`config.mk`:
```
export PLATFORM = sky130hd
export DESIGN_NAME = blocking_cache_ctrl
export DESIGN_NICKNAME = d
export VERILOG_FILES = /design/src/verilog/cache_ctrl_pkg.sv /design/src/verilog/blocking_cache_ctrl.sv /design/src/verilog/cache_wben_gen.sv /design/src/verilog/cache_fsm.sv /design/src/verilog/cache_way_select.sv /design/src/verilog/cache_meta_bits.sv
export SDC_FILE = /design/constraint.sdc
export NUM_CORES = 1
export LEC_CHECK = 0
export ABC_CLOCK_PERIOD_IN_PS = 3350
export BUFFER_PORTS_ARGS = -buffer_cell sky130_fd_sc_hd__buf_2
export CAP_MARGIN = 30
export CORE_MARGIN = 2
export CORE_UTILIZATION = 30
export CTS_CLUSTER_DIAMETER = 150
export DETAILED_ROUTE_END_ITERATION = 16
export MAX_ROUTING_LAYER = met4
export REMOVE_ABC_BUFFERS = 1
export SETUP_SLACK_MARGIN = 0.05
export SLEW_MARGIN = 10
export SYNTH_ARGS = -nofsm -noshare
export SYNTH_HDL_FRONTEND = slang
export SYNTH_SLANG_ARGS = --single-unit
```
`constraint.sdc`:
```
create_clock -name clk -period 3.35 [get_ports clk]
set_input_delay 0.67 -clock clk [delete_from_list [all_inputs] [get_ports clk]]
set_output_delay 0.67 -clock clk [all_outputs]
set_load 0.01 [all_outputs]
```
`src/verilog/cache_ctrl_pkg.sv`:
```
//--------------------------------------------------------------------------
// Cache controller package
// Geometry, opcodes, FSM states and the datapath control/status structs
//--------------------------------------------------------------------------
`default_nettype none

package cache_ctrl_pkg;

  // Geometry
  localparam int WORD_BITS     = 32;
  localparam int LINE_BITS     = 128;
  localparam int LINE_BYTES    = LINE_BITS / 8;
  localparam int WORD_SEL_BITS = 2;
  localparam int ADDR_BITS     = 32;

  // Security domain, 1 is the more privileged one
  typedef logic domain_t;

  typedef enum logic [2:0] {
    REQ_READ       = 3'd0,
    REQ_WRITE      = 3'd1,
    REQ_WRITE_INIT = 3'd2
  } req_type_e;

  typedef enum logic {
    MEM_READ  = 1'b0,
    MEM_WRITE = 1'b1
  } mem_req_type_e;

  typedef enum logic [3:0] {
    ST_IDLE,
    ST_TAG_CHECK,
    ST_READ_ACCESS,
    ST_FAKE_READ,
    ST_WRITE_ACCESS,
    ST_FAKE_WRITE,
    ST_INIT_ACCESS,
    ST_REFILL_REQ,
    ST_REFILL_WAIT,
    ST_REFILL_UPDATE,
    ST_EVICT_PREPARE,
    ST_EVICT_REQ,
    ST_EVICT_WAIT,
    ST_WAIT
  } cache_state_e;

  // Held request, as captured by the datapath
  typedef struct packed {
    req_type_e              req_type;
    logic [ADDR_BITS-1:0]   addr;
    domain_t                domain;
  } cache_req_t;

  typedef struct packed {
    logic tag_match_0;
    logic tag_match_1;
    logic ns_match_0;
    logic ns_match_1;
  } dpath_status_t;

  typedef struct packed {
    logic                     cachereq_en;
    logic                     memresp_en;
    logic                     is_refill;
    logic                     tag_array_0_wen;
    logic                     tag_array_1_wen;
    logic                     tag_array_ren;
    logic                     way_sel;
    logic                     data_array_wen;
    logic                     data_array_ren;
    logic [LINE_BYTES-1:0]    data_array_wben;
    logic                     read_data_reg_en;
    logic                     read_tag_reg_en;
    logic [WORD_SEL_BITS-1:0] read_word_sel;
  } dpath_ctrl_t;

endpackage

`default_nettype wire
```
`src/verilog/blocking_cache_ctrl.sv`:
```
//--------------------------------------------------------------------------
// Blocking cache controller
// Two-way write-back cache control with security-domain fake hits
//--------------------------------------------------------------------------
`timescale 1ns/1ns
`default_nettype none

module blocking_cache_ctrl
  import cache_ctrl_pkg::*;
#(
  parameter int num_sets  = 8,
  parameter int idx_shift = 0
) (
  input  logic          clk,
  input  logic          reset,
  // Processor side
  input  logic          cachereq_val,
  output logic          cachereq_rdy,
  input  cache_req_t    cachereq,
  output logic          cacheresp_val,
  input  logic          cacheresp_rdy,
  output req_type_e     cacheresp_type,
  // Memory side
  output logic          memreq_val,
  input  logic          memreq_rdy,
  output mem_req_type_e memreq_type,
  output domain_t       memreq_domain,
  input  logic          memresp_val,
  output logic          memresp_rdy,
  input  domain_t       memresp_domain,
  // Datapath
  input  dpath_status_t status,
  output dpath_ctrl_t   ctrl
);

  localparam int idx_bits     = $clog2(num_sets);
  localparam int line_off     = $clog2(LINE_BYTES);
  localparam int word_off     = $clog2(WORD_BITS / 8);

  logic [idx_bits-1:0]      index;
  logic [WORD_SEL_BITS-1:0] word_offset;

  logic hit, fake_hit, refill, evict, way_sel;
  logic valid_0, valid_1, dirty_0, dirty_1, lru_way;
  logic record_en, valid_wen, valid_in, dirty_wen, dirty_in, lru_wen;
  logic is_refill, cachereq_en, memresp_en, tag_wen, tag_array_ren;
  logic data_array_wen, data_array_ren, read_data_reg_en, read_tag_reg_en;
  logic [LINE_BYTES-1:0]    data_array_wben;
  logic [WORD_SEL_BITS-1:0] read_word_sel;

  assign index       = cachereq.addr[line_off + idx_shift +: idx_bits];
  assign word_offset = cachereq.addr[word_off +: WORD_SEL_BITS];

  assign cacheresp_type = cachereq.req_type;
  assign memreq_domain  = cachereq.domain;

  cache_fsm u_fsm (
    .clk, .reset, .cachereq_val, .cachereq, .cacheresp_rdy, .memreq_rdy,
    .memresp_val, .memresp_domain, .hit, .fake_hit, .refill, .evict,
    .cachereq_rdy, .cacheresp_val, .memreq_val, .memreq_type, .memresp_rdy,
    .record_en, .valid_wen, .valid_in, .dirty_wen, .dirty_in, .lru_wen,
    .is_refill, .cachereq_en, .memresp_en, .tag_wen, .tag_array_ren,
    .data_array_wen, .data_array_ren, .read_data_reg_en, .read_tag_reg_en
  );

  cache_meta_bits #(.num_sets(num_sets)) u_meta (
    .clk, .reset, .index, .way_sel, .valid_wen, .valid_in, .dirty_wen,
    .dirty_in, .lru_wen, .valid_0, .valid_1, .dirty_0, .dirty_1, .lru_way
  );

  cache_way_select u_way_sel (
    .clk, .reset, .record_en, .status, .valid_0, .valid_1, .dirty_0,
    .dirty_1, .lru_way, .hit, .fake_hit, .refill, .evict, .way_sel
  );

  cache_wben_gen u_wben (
    .word_offset, .is_refill, .data_array_wben, .read_word_sel
  );

  // Datapath control packing
  always_comb begin
    ctrl.cachereq_en      = cachereq_en;
    ctrl.memresp_en       = memresp_en;
    ctrl.is_refill        = is_refill;
    ctrl.tag_array_0_wen  = tag_wen && !way_sel;
    ctrl.tag_array_1_wen  = tag_wen && way_sel;
    ctrl.tag_array_ren    = tag_array_ren;
    ctrl.way_sel          = way_sel;
    ctrl.data_array_wen   = data_array_wen;
    ctrl.data_array_ren   = data_array_ren;
    ctrl.data_array_wben  = data_array_wben;
    ctrl.read_data_reg_en = read_data_reg_en;
    ctrl.read_tag_reg_en  = read_tag_reg_en;
    ctrl.read_word_sel    = read_word_sel;
  end

endmodule

`default_nettype wire

```
`src/verilog/cache_wben_gen.sv`:
```
//--------------------------------------------------------------------------
// Data array byte write enables and read word select
//--------------------------------------------------------------------------
`timescale 1ns/1ns
`default_nettype none

module cache_wben_gen
  import cache_ctrl_pkg::*;
(
  input  logic [WORD_SEL_BITS-1:0] word_offset,
  input  logic                     is_refill,
  output logic [LINE_BYTES-1:0]    data_array_wben,
  output logic [WORD_SEL_BITS-1:0] read_word_sel
);

  localparam int word_bytes = WORD_BITS / 8;

  always_comb begin
    data_array_wben = '0;
    if (is_refill) begin
      // Refill writes the whole line
      data_array_wben = '1;
    end else begin
      for (int b = 0; b < LINE_BYTES; b++) begin
        data_array_wben[b] = (b / word_bytes) == int'(word_offset);
      end
    end
  end

  assign read_word_sel = word_offset;

endmodule

`default_nettype wire

```
`src/verilog/cache_fsm.sv`:
```
//--------------------------------------------------------------------------
// Blocking cache FSM
// Request/response sequencing, refill and eviction, fake accesses
//--------------------------------------------------------------------------
`timescale 1ns/1ns
`default_nettype none

module cache_fsm
  import cache_ctrl_pkg::*;
(
  input  logic          clk,
  input  logic          reset,
  input  logic          cachereq_val,
  input  cache_req_t    cachereq,
  input  logic          cacheresp_rdy,
  input  logic          memreq_rdy,
  input  logic          memresp_val,
  input  domain_t       memresp_domain,
  input  logic          hit,
  input  logic          fake_hit,
  input  logic          refill,
  input  logic          evict,
  output logic          cachereq_rdy,
  output logic          cacheresp_val,
  output logic          memreq_val,
  output mem_req_type_e memreq_type,
  output logic          memresp_rdy,
  output logic          record_en,
  output logic          valid_wen,
  output logic          valid_in,
  output logic          dirty_wen,
  output logic          dirty_in,
  output logic          lru_wen,
  output logic          is_refill,
  output logic          cachereq_en,
  output logic          memresp_en,
  output logic          tag_wen,
  output logic          tag_array_ren,
  output logic          data_array_wen,
  output logic          data_array_ren,
  output logic          read_data_reg_en,
  output logic          read_tag_reg_en
);

  cache_state_e state_q;
  cache_state_e state_next;
  domain_t      line_domain_q;

  logic in_go;
  logic out_go;
  logic is_read;
  logic is_write;
  logic is_init;
  logic line_more_priv;

  assign in_go    = cachereq_val && cachereq_rdy;
  assign out_go   = cacheresp_val && cacheresp_rdy;
  assign is_read  = cachereq.req_type == REQ_READ;
  assign is_write = cachereq.req_type == REQ_WRITE;
  assign is_init  = cachereq.req_type == REQ_WRITE_INIT;

  // Domain of the refilled line, taken on the response transfer
  always_ff @(posedge clk) begin
    if (state_q == ST_REFILL_WAIT && memresp_val) begin
      line_domain_q <= memresp_domain;
    end
  end

  assign line_more_priv = line_domain_q > cachereq.domain;

  always_ff @(posedge clk) begin
    if (reset) begin
      state_q <= ST_IDLE;
    end else begin
      state_q <= state_next;
    end
  end

  //--------------------------------------------------------------------------
  // Next state
  //--------------------------------------------------------------------------

  always_comb begin
    state_next = state_q;
    case (state_q)
      ST_IDLE:          if (in_go) state_next = ST_TAG_CHECK;
      ST_TAG_CHECK: begin
        if (is_init)                    state_next = ST_INIT_ACCESS;
        else if (is_read && hit)        state_next = ST_READ_ACCESS;
        else if (is_read && fake_hit)   state_next = ST_FAKE_READ;
        else if (is_write && hit)       state_next = ST_WRITE_ACCESS;
        else if (is_write && fake_hit)  state_next = ST_FAKE_WRITE;
        else if (refill)                state_next = ST_REFILL_REQ;
        else if (evict)                 state_next = ST_EVICT_PREPARE;
      end
      ST_READ_ACCESS, ST_FAKE_READ, ST_WRITE_ACCESS, ST_FAKE_WRITE,
      ST_INIT_ACCESS:   state_next = ST_WAIT;
      ST_REFILL_REQ:    if (memreq_rdy) state_next = ST_REFILL_WAIT;
      ST_REFILL_WAIT:   if (memresp_val) state_next = ST_REFILL_UPDATE;
      ST_REFILL_UPDATE: begin
        // Line from a more privileged domain is answered without data
        if (is_write) state_next = line_more_priv ? ST_FAKE_WRITE : ST_WRITE_ACCESS;
        else          state_next = line_more_priv ? ST_FAKE_READ : ST_READ_ACCESS;
      end
      ST_EVICT_PREPARE: state_next = ST_EVICT_REQ;
      ST_EVICT_REQ:     if (memreq_rdy) state_next = ST_EVICT_WAIT;
      ST_EVICT_WAIT:    if (memresp_val) state_next = ST_REFILL_REQ;
      ST_WAIT:          if (out_go) state_next = ST_IDLE;
      default:          state_next = ST_IDLE;
    endcase
  end

  //--------------------------------------------------------------------------
  // Output decode
  //--------------------------------------------------------------------------

  always_comb begin
    cachereq_rdy     = 1'b0;
    cacheresp_val    = 1'b0;
    memreq_val       = 1'b0;
    memreq_type      = MEM_READ;
    memresp_rdy      = 1'b0;
    record_en        = 1'b0;
    valid_wen        = 1'b0;
    valid_in         = 1'b0;
    dirty_wen        = 1'b0;
    dirty_in         = 1'b0;
    lru_wen          = 1'b0;
    is_refill        = 1'b0;
    cachereq_en      = 1'b0;
    memresp_en       = 1'b0;
    tag_wen          = 1'b0;
    tag_array_ren    = 1'b0;
    data_array_wen   = 1'b0;
    data_array_ren   = 1'b0;
    read_data_reg_en = 1'b0;
    read_tag_reg_en  = 1'b0;
    case (state_q)
      ST_IDLE: begin
        cachereq_rdy = 1'b1;
        cachereq_en  = 1'b1;
      end
      ST_TAG_CHECK: begin
        tag_array_ren = 1'b1;
        record_en     = 1'b1;
      end
      ST_READ_ACCESS: begin
        data_array_ren   = 1'b1;
        read_data_reg_en = 1'b1;
        lru_wen          = 1'b1;
      end
      ST_FAKE_READ:     read_data_reg_en = 1'b1;
      ST_WRITE_ACCESS, ST_INIT_ACCESS: begin
        tag_wen        = 1'b1;
        data_array_wen = 1'b1;
        valid_wen      = 1'b1;
        valid_in       = 1'b1;
        dirty_wen      = 1'b1;
        // Init leaves the line clean
        dirty_in       = (state_q == ST_WRITE_ACCESS);
        lru_wen        = 1'b1;
      end
      ST_REFILL_REQ: begin
        memreq_val  = 1'b1;
        memreq_type = MEM_READ;
      end
      ST_REFILL_WAIT: begin
        memresp_rdy = 1'b1;
        memresp_en  = 1'b1;
      end
      ST_REFILL_UPDATE: begin
        is_refill      = 1'b1;
        tag_wen        = 1'b1;
        data_array_wen = 1'b1;
        valid_wen      = 1'b1;
        valid_in       = 1'b1;
        dirty_wen      = 1'b1;
      end
      ST_EVICT_PREPARE: begin
        tag_array_ren    = 1'b1;
        data_array_ren   = 1'b1;
        read_data_reg_en = 1'b1;
        read_tag_reg_en  = 1'b1;
      end
      ST_EVICT_REQ: begin
        memreq_val  = 1'b1;
        memreq_type = MEM_WRITE;
      end
      ST_EVICT_WAIT:    memresp_rdy = 1'b1;
      ST_WAIT:          cacheresp_val = 1'b1;
      default: ;
    endcase
  end

  // Handshake inputs from both sides must be known after reset
  a_inputs_known: assert property (@(posedge clk) disable iff (reset)
    !$isunknown({cachereq_val, cacheresp_rdy, memreq_rdy, memresp_val}))
    else $error("handshake input is X");

endmodule

`default_nettype wire

```
`src/verilog/cache_way_select.sv`:
```
//--------------------------------------------------------------------------
// Way selection
// Hit, fake-hit, refill and evict decisions plus the per-transaction way
//--------------------------------------------------------------------------
`timescale 1ns/1ns
`default_nettype none

module cache_way_select
  import cache_ctrl_pkg::*;
(
  input  logic          clk,
  input  logic          reset,
  input  logic          record_en,
  input  dpath_status_t status,
  input  logic          valid_0,
  input  logic          valid_1,
  input  logic          dirty_0,
  input  logic          dirty_1,
  input  logic          lru_way,
  output logic          hit,
  output logic          fake_hit,
  output logic          refill,
  output logic          evict,
  output logic          way_sel
);

  logic hit_0;
  logic hit_1;
  logic fake_hit_0;
  logic fake_hit_1;
  logic miss;
  logic victim_dirty;
  logic way_next;

  // Tag match in a valid way, split on the domain check
  assign hit_0      = valid_0 && status.tag_match_0 && status.ns_match_0;
  assign hit_1      = valid_1 && status.tag_match_1 && status.ns_match_1;
  assign fake_hit_0 = valid_0 && status.tag_match_0 && !status.ns_match_0;
  assign fake_hit_1 = valid_1 && status.tag_match_1 && !status.ns_match_1;

  assign hit      = hit_0 || hit_1;
  assign fake_hit = fake_hit_0 || fake_hit_1;
  assign miss     = !hit && !fake_hit;

  // Victim is always the LRU way
  assign victim_dirty = lru_way ? dirty_1 : dirty_0;
  assign refill       = miss && !victim_dirty;
  assign evict        = miss && victim_dirty;

  assign way_next = hit ? hit_1 : lru_way;

  always_ff @(posedge clk) begin
    if (reset) begin
      way_sel <= 1'b0;
    end else if (record_en) begin
      way_sel <= way_next;
    end
  end

  // Tag arrays must never hold the same tag twice in one set
  a_single_hit: assert property (@(posedge clk) disable iff (reset)
    record_en |-> !(hit_0 && hit_1))
    else $error("both ways hit in the same set");

endmodule

`default_nettype wire

```
`src/verilog/cache_meta_bits.sv`:
```
//--------------------------------------------------------------------------
// Cache metadata bits
// Valid and dirty bits per way, one LRU bit per set
//--------------------------------------------------------------------------
`timescale 1ns/1ns
`default_nettype none

module cache_meta_bits #(
  parameter int num_sets = 8,
  localparam int idx_bits = $clog2(num_sets)
) (
  input  logic                clk,
  input  logic                reset,
  input  logic [idx_bits-1:0] index,
  input  logic                way_sel,
  input  logic                valid_wen,
  input  logic                valid_in,
  input  logic                dirty_wen,
  input  logic                dirty_in,
  input  logic                lru_wen,
  output logic                valid_0,
  output logic                valid_1,
  output logic                dirty_0,
  output logic                dirty_1,
  output logic                lru_way
);

  logic [num_sets-1:0] valid_0_bits;
  logic [num_sets-1:0] valid_1_bits;
  logic [num_sets-1:0] dirty_0_bits;
  logic [num_sets-1:0] dirty_1_bits;
  logic [num_sets-1:0] lru_bits;

  always_ff @(posedge clk) begin
    if (reset) begin
      valid_0_bits <= '0;
      valid_1_bits <= '0;
      dirty_0_bits <= '0;
      dirty_1_bits <= '0;
      lru_bits     <= '0;
    end else begin
      if (valid_wen && !way_sel) valid_0_bits[index] <= valid_in;
      if (valid_wen && way_sel)  valid_1_bits[index] <= valid_in;
      if (dirty_wen && !way_sel) dirty_0_bits[index] <= dirty_in;
      if (dirty_wen && way_sel)  dirty_1_bits[index] <= dirty_in;
      // The way just used becomes most recent
      if (lru_wen)               lru_bits[index]     <= ~way_sel;
    end
  end

  assign valid_0 = valid_0_bits[index];
  assign valid_1 = valid_1_bits[index];
  assign dirty_0 = dirty_0_bits[index];
  assign dirty_1 = dirty_1_bits[index];
  assign lru_way = lru_bits[index];

  // Strobes from the FSM must be known once out of reset
  a_strobes_known: assert property (@(posedge clk) disable iff (reset)
    !$isunknown({valid_wen, dirty_wen, lru_wen}))
    else $error("metadata write strobe is X");

endmodule

`default_nettype wire

```
# Word-level counts from Yosys, hierarchy flattened
# Index checks and enable logic that the tools add are counted.
# totals
register_bits	46
in_bits	47
out_inout_bits	38
wordCells	129
# classes
magnitude_cmp	3
eq_ne	25
mux	52
bitwise_logic	1
reduce_logical	40
# ops
operator	n
$mux W4	14
$bwmux W8	5
$pmux W4 S10	1
$mux W1	25
$eq A4 B4 Y1 const B	6
$logic_and A1 B1 Y1	19
$eq A4 B3 Y1 const B	4
$mux W16	1
$bmux W1 S3	5
$reduce_or A2 Y1	5
$reduce_or A3 Y1	3
$eq A4 B2 Y1 const B	2
$ne A2 B2 Y1 const B	4
$ne A8 B3 Y1 const B	1
$reduce_and A7 Y1	1
$logic_not A1 Y1	6
$reduce_or A5 Y1	1
$eq A2 B2 Y1 const A	2
$eq A4 B1 Y1 const B	1
$logic_not A4 Y1	1
$lt A3 B4 Y1 const B	1
$ne A2 B1 Y1 const B	2
$demux W1 S3	1
$eq A3 B1 Y1 const B	1
8 further kinds	9

# Logic depth before layout (Yosys ltp)
# depth
ltp_word	16
ltp_mapped	10
ltp_nobuf	8

# By module
# Synthesis repeated with hierarchy kept, for this count alone.
# unflattened
hier_cells	364
area_unflattened_um2	3088.0
# modules_own_cells
module	n_inst	cells_per_inst	area_each_um2	seq_area_each_um2
cache_meta_bits	1	224	2045.7	800.8
cache_fsm	1	92	686.9	110.1
cache_wben_gen	1	19	140.1	0.0
blocking_cache_ctrl	1	15	113.9	0.0
cache_way_select	1	14	101.3	20.0

# Least setup slack after synthesis
# No wires, ideal clock.
# synth_path
path_type	input to register
start	input port cachereq[5] (netlist name)
end	register u_fsm.state_q[3]
setup_time_ns	0.100
arrival_time_ns	2.439
required_ns	3.250
slack_ns	0.811
stages	8
n_path_buf	1
path_cell_list	buf_6 > mux2_4 > and3_4 > o41ai_4 > nand2b_2 > o21a_1 > o31a_1 > a2111oi_4
# synth_between
elab_chain_len	15
elab_cells_between_ends	38
cone_classes	eq/ne (1); mux (18); reduce/logical (19)
# synth_lines
element	line	text
start, declared	blocking_cache_ctrl.sv:19	input cache_req_t cachereq,
$bmux W1 S3, on equally long branches	cache_meta_bits.sv:51, cache_meta_bits.sv:52	
$mux W1, on equally long branches	cache_meta_bits.sv:51, cache_meta_bits.sv:52	
$logic_and A1 B1 Y1, on equally long branches (2 in series)	--	
$logic_or A1 B1 Y1, on equally long branches	cache_way_select.sv:41, cache_way_select.sv:42	
$logic_not A1 Y1	cache_way_select.sv:43	assign miss = !hit && !fake_hit;
$logic_and A1 B1 Y1	cache_way_select.sv:43	
$logic_and A1 B1 Y1	cache_way_select.sv:47	assign refill = miss && !victim_dirty;
$mux W4	cache_fsm.sv:93	else if (refill) state_next = ST_REFILL_REQ;
$mux W4	cache_fsm.sv:92	else if (is_write && fake_hit) state_next = ST_FAKE_WRITE;
$mux W4	cache_fsm.sv:91	else if (is_write && hit) state_next = ST_WRITE_ACCESS;
$mux W4	cache_fsm.sv:90	else if (is_read && fake_hit) state_next = ST_FAKE_READ;
$mux W4	cache_fsm.sv:89	else if (is_read && hit) state_next = ST_READ_ACCESS;
$mux W4	cache_fsm.sv:88	if (is_init) state_next = ST_INIT_ACCESS;
$pmux W4 S10	cache_fsm.sv:85	case (state_q)
end signal, assigned	cache_fsm.sv:75	state_q <= state_next;
end, declared	cache_fsm.sv:45	cache_state_e state_q;
# Several ways; a longest one is shown, not always the timed one. The select of a mux whose other input is x is not followed.
# A chain may end at the register's enable or synchronous reset.

# Final worst setup path
# Same ends and word-level chain as after synthesis.

==> results_dict.tcl <==
set metrics [dict create \
    slew_viol_final 0 \
    core.rowCount 35 \
    synth_cell_types 49 \
    area_growth_syn_to_layout_pct 10.4 \
    rsz0062_at_grt "false" \
    dp_hpwl_um 4950 \
    gp_congestion 0.815 \
    drive_gt1_share_pct 21.9 \
    fmax_mhz 364 \
    synth.avg_cell_area_um2 7.54 \
    synth_warnings 0 \
    synth_top_family_by_area "simple AND/OR/NAND/NOR gates" \
    clk_latency_ns 0.30 \
    fillCellCount 961 \
    slew_headroom_pct 41.3 \
    core_area_um2 9150 \
    cts-resized-gates 0 \
    cts_buffers 5 \
    worstSetupPathType "in -> reg" \
    dieArea_um2 10100 \
    grt_pass1_wl_um 11200 \
    drtIter0Drc 113 \
    cp-end-kind "flip-flop" \
    ys.flop_type "dfxtp_1" \
    layout_common_cells "buf_2, a21oi_1, dfxtp_1" \
    cts_buffer_depth 2 \
    synth_simple_gate_area_share_pct 23.2 \
    synth-xor-area-share_pct 0.314 \
    drc 0 \
    synth-compound-area-share_pct 22.3 \
    setup_viol 0 \
    synthMuxAreaShare_pct 7.89 \
    stdcell_count 504 \
    fin_area_um2 3080 \
    regArea_um2 931 \
    hp-class "reg -> reg" \
    clock-sinks 46 \
    placed_area_um2 2970 \
    run_status "finished, final reports clean" \
    synthesis.area_um2 2790 \
    worst_pin_slew_ns 0.880 \
    dp.cells 495 \
    p_clk_share_pct 21.8 \
    start_util_pct 30.5 \
    cp-start-kind "input port" \
    hold_buffers 0 \
    wirelength_um 7010 \
    power.total_uw 1790 \
    synth_fa_ha_area_share_pct 0 \
    fp.dieW_um 100 \
    critPathRequiredTime_ns 3.56 \
    arrival_ns 2.96 \
    final_common_cell "buf_2" \
    crit_fanout 25 \
    portBuffers 57 \
    grt_overflow_total 0 \
    swShare_pct 41.0 \
    vias 2608 \
    seq_area_frac_synth_pct 33.4 \
    power.density_nw_per_um2 579 \
    synthCells 370 \
    power_frac_seq_pct 38.4 \
    antenna_left 0 \
    hold_viol 0 \
    cap_violations 0 \
    synth_edf_count 1 \
    fin_setup_tns_ns 0 \
    fin_worst_skew_ns 0.00621 \
    period_share_pct 82.0 \
    cts_root_buf "clkbuf_8" \
    grt_max_degree 47 \
    grt.total_usage_pct 14.0 \
    dp_slack_ns 0.313 \
    postCtsSetupBuffers 0 \
    grt_pass1_vias 2306 \
    power_switching_uw 732 \
    via_per_inst 5.17 \
    cts_tree "yes" \
    htreeDepth 2 \
    setup_slack_ns 0.602 \
    combPwrFrac_pct 39.8 \
    ys_ff_latch 46 \
    antenna_found_initial 0 \
    wire_per_inst_um 13.9 \
    path_clk_slew_ns 0.09 \
    p_int_uw 1050 \
    final_nets 439 \
    period_needed_ns 2.75 \
    ios 85 \
    diodes 0 \
    async_flop_share_pct 0 \
    max-vdd-ir-drop_mv 0.183 \
    die_h_um 100 \
    p_leak_uw 0.00124 \
    multiInputGateArea_um2 1500 \
    first_pass_iters 4 \
]
-- cell usage after synthesis (2+ instances only) --
cell type / instances / share of area, %
inv_1: 11 / 1.5
o211ai_1: 2 / 0.54
nand2_1: 41 / 5.5
o21ai_0: 17 / 3.0
buf_6: 2 / 0.81
nor4_1: 2 / 0.45
buf_1: 3 / 0.40
or3_1: 3 / 0.67
and3_1: 4 / 0.90
nor3_1: 13 / 2.3
mux2_2: 2 / 0.81
mux2i_1: 16 / 5.7
nand3_1: 18 / 3.2
dfxtp_1: 45 / 32
nand2b_1: 5 / 1.1
clkbuf_1: 18 / 2.4
a21o_1: 2 / 0.54
a221oi_1: 2 / 0.63
buf_4: 27 / 7.3
a311oi_1: 6 / 1.9
and2_1: 3 / 0.67
buf_2: 3 / 0.54
nor2b_1: 4 / 0.90
a22oi_1: 2 / 0.54
a31oi_1: 4 / 0.90
a211oi_1: 2 / 0.54
a21oi_1: 47 / 8.4
o22ai_1: 2 / 0.45
nor2_1: 44 / 5.9
-- power groups by stage --
stage | Combinational (uW) | Clock, uW | Sequential (uW)
final | 711 | 388 | 686
after global routing | 790 | 419 | 695
after CTS | 710 | 400 | 683
after detailed placement | 706 | 0 | 696
after global placement | 703 | 0 | 698
after floorplan | 428 | 0 | 680
-- critical path, stage by stage --
cell	delay, ns
buf_2	0.43
mux2_4	0.35
and3_4	0.20
o41ai_4	0.43
nand2b_2	0.12
o21a_1	0.18
o31a_1	0.26
a2111oi_4	0.30
-- state kept, by name (all words and copies together) (netlist names) --
signal	cells
u_fsm.state_q	4
u_meta.valid_0_bits	8
u_meta.dirty_1_bits	8
u_fsm.line_domain_q	1
u_meta.dirty_0_bits	8
u_meta.lru_bits	8
u_meta.valid_1_bits	8
u_way_sel.way_sel	1
-- metal layers --
metal,GRT usage [%],vias to the layer above,share of wire (%)
met2,21.9,95,45
met3,3.13,8,7.0
met1,18.2,1193,48
met4,4.21,0,0.83
li1,-,1312,-
met5,-,-,0
-- cells by family (layout without fill, tap and decap cells) --
family,count (synthesis),count (layout)
xor+xnor,1,1
simple gates,142,142
buf+inv,64,87
flops,46,46
mux,20,20
compound gates,97,97
-- path summary, 6_finish.rpt --
check	endpoint	slack, ns	cells after the start	start
worst max-delay path	u_fsm.state_q[3]	0.60	8	cachereq[5]
worst min-delay path	u_meta.valid_1_bits[3]	0.45	2	u_meta.valid_1_bits[3]
worst max register to register	u_meta.dirty_1_bits[3]	1.00	9	u_fsm.state_q[2]
worst min register to register	u_meta.valid_1_bits[3]	0.45	2	u_meta.valid_1_bits[3]
-- stage by stage --
stage               utilization (%)  hold slack, ns
floorplan                         -           0.419
global placement               32.5           0.436
detailed placement             32.5           0.445
CTS                            33.6           0.458
global route                   33.7           0.480
finish                         33.7           0.451
-- area by class of cell --
class,instances,share of cell area [%]
multi-input cells,260,48.7
clock inverters,1,0.244
well taps,111,4.51
flip-flops and latches,46,30.2
inverters,11,1.34
repair buffers,68,11.9
clock buffers,7,3.17
Note: power is estimated with default switching activity, not from simulation.
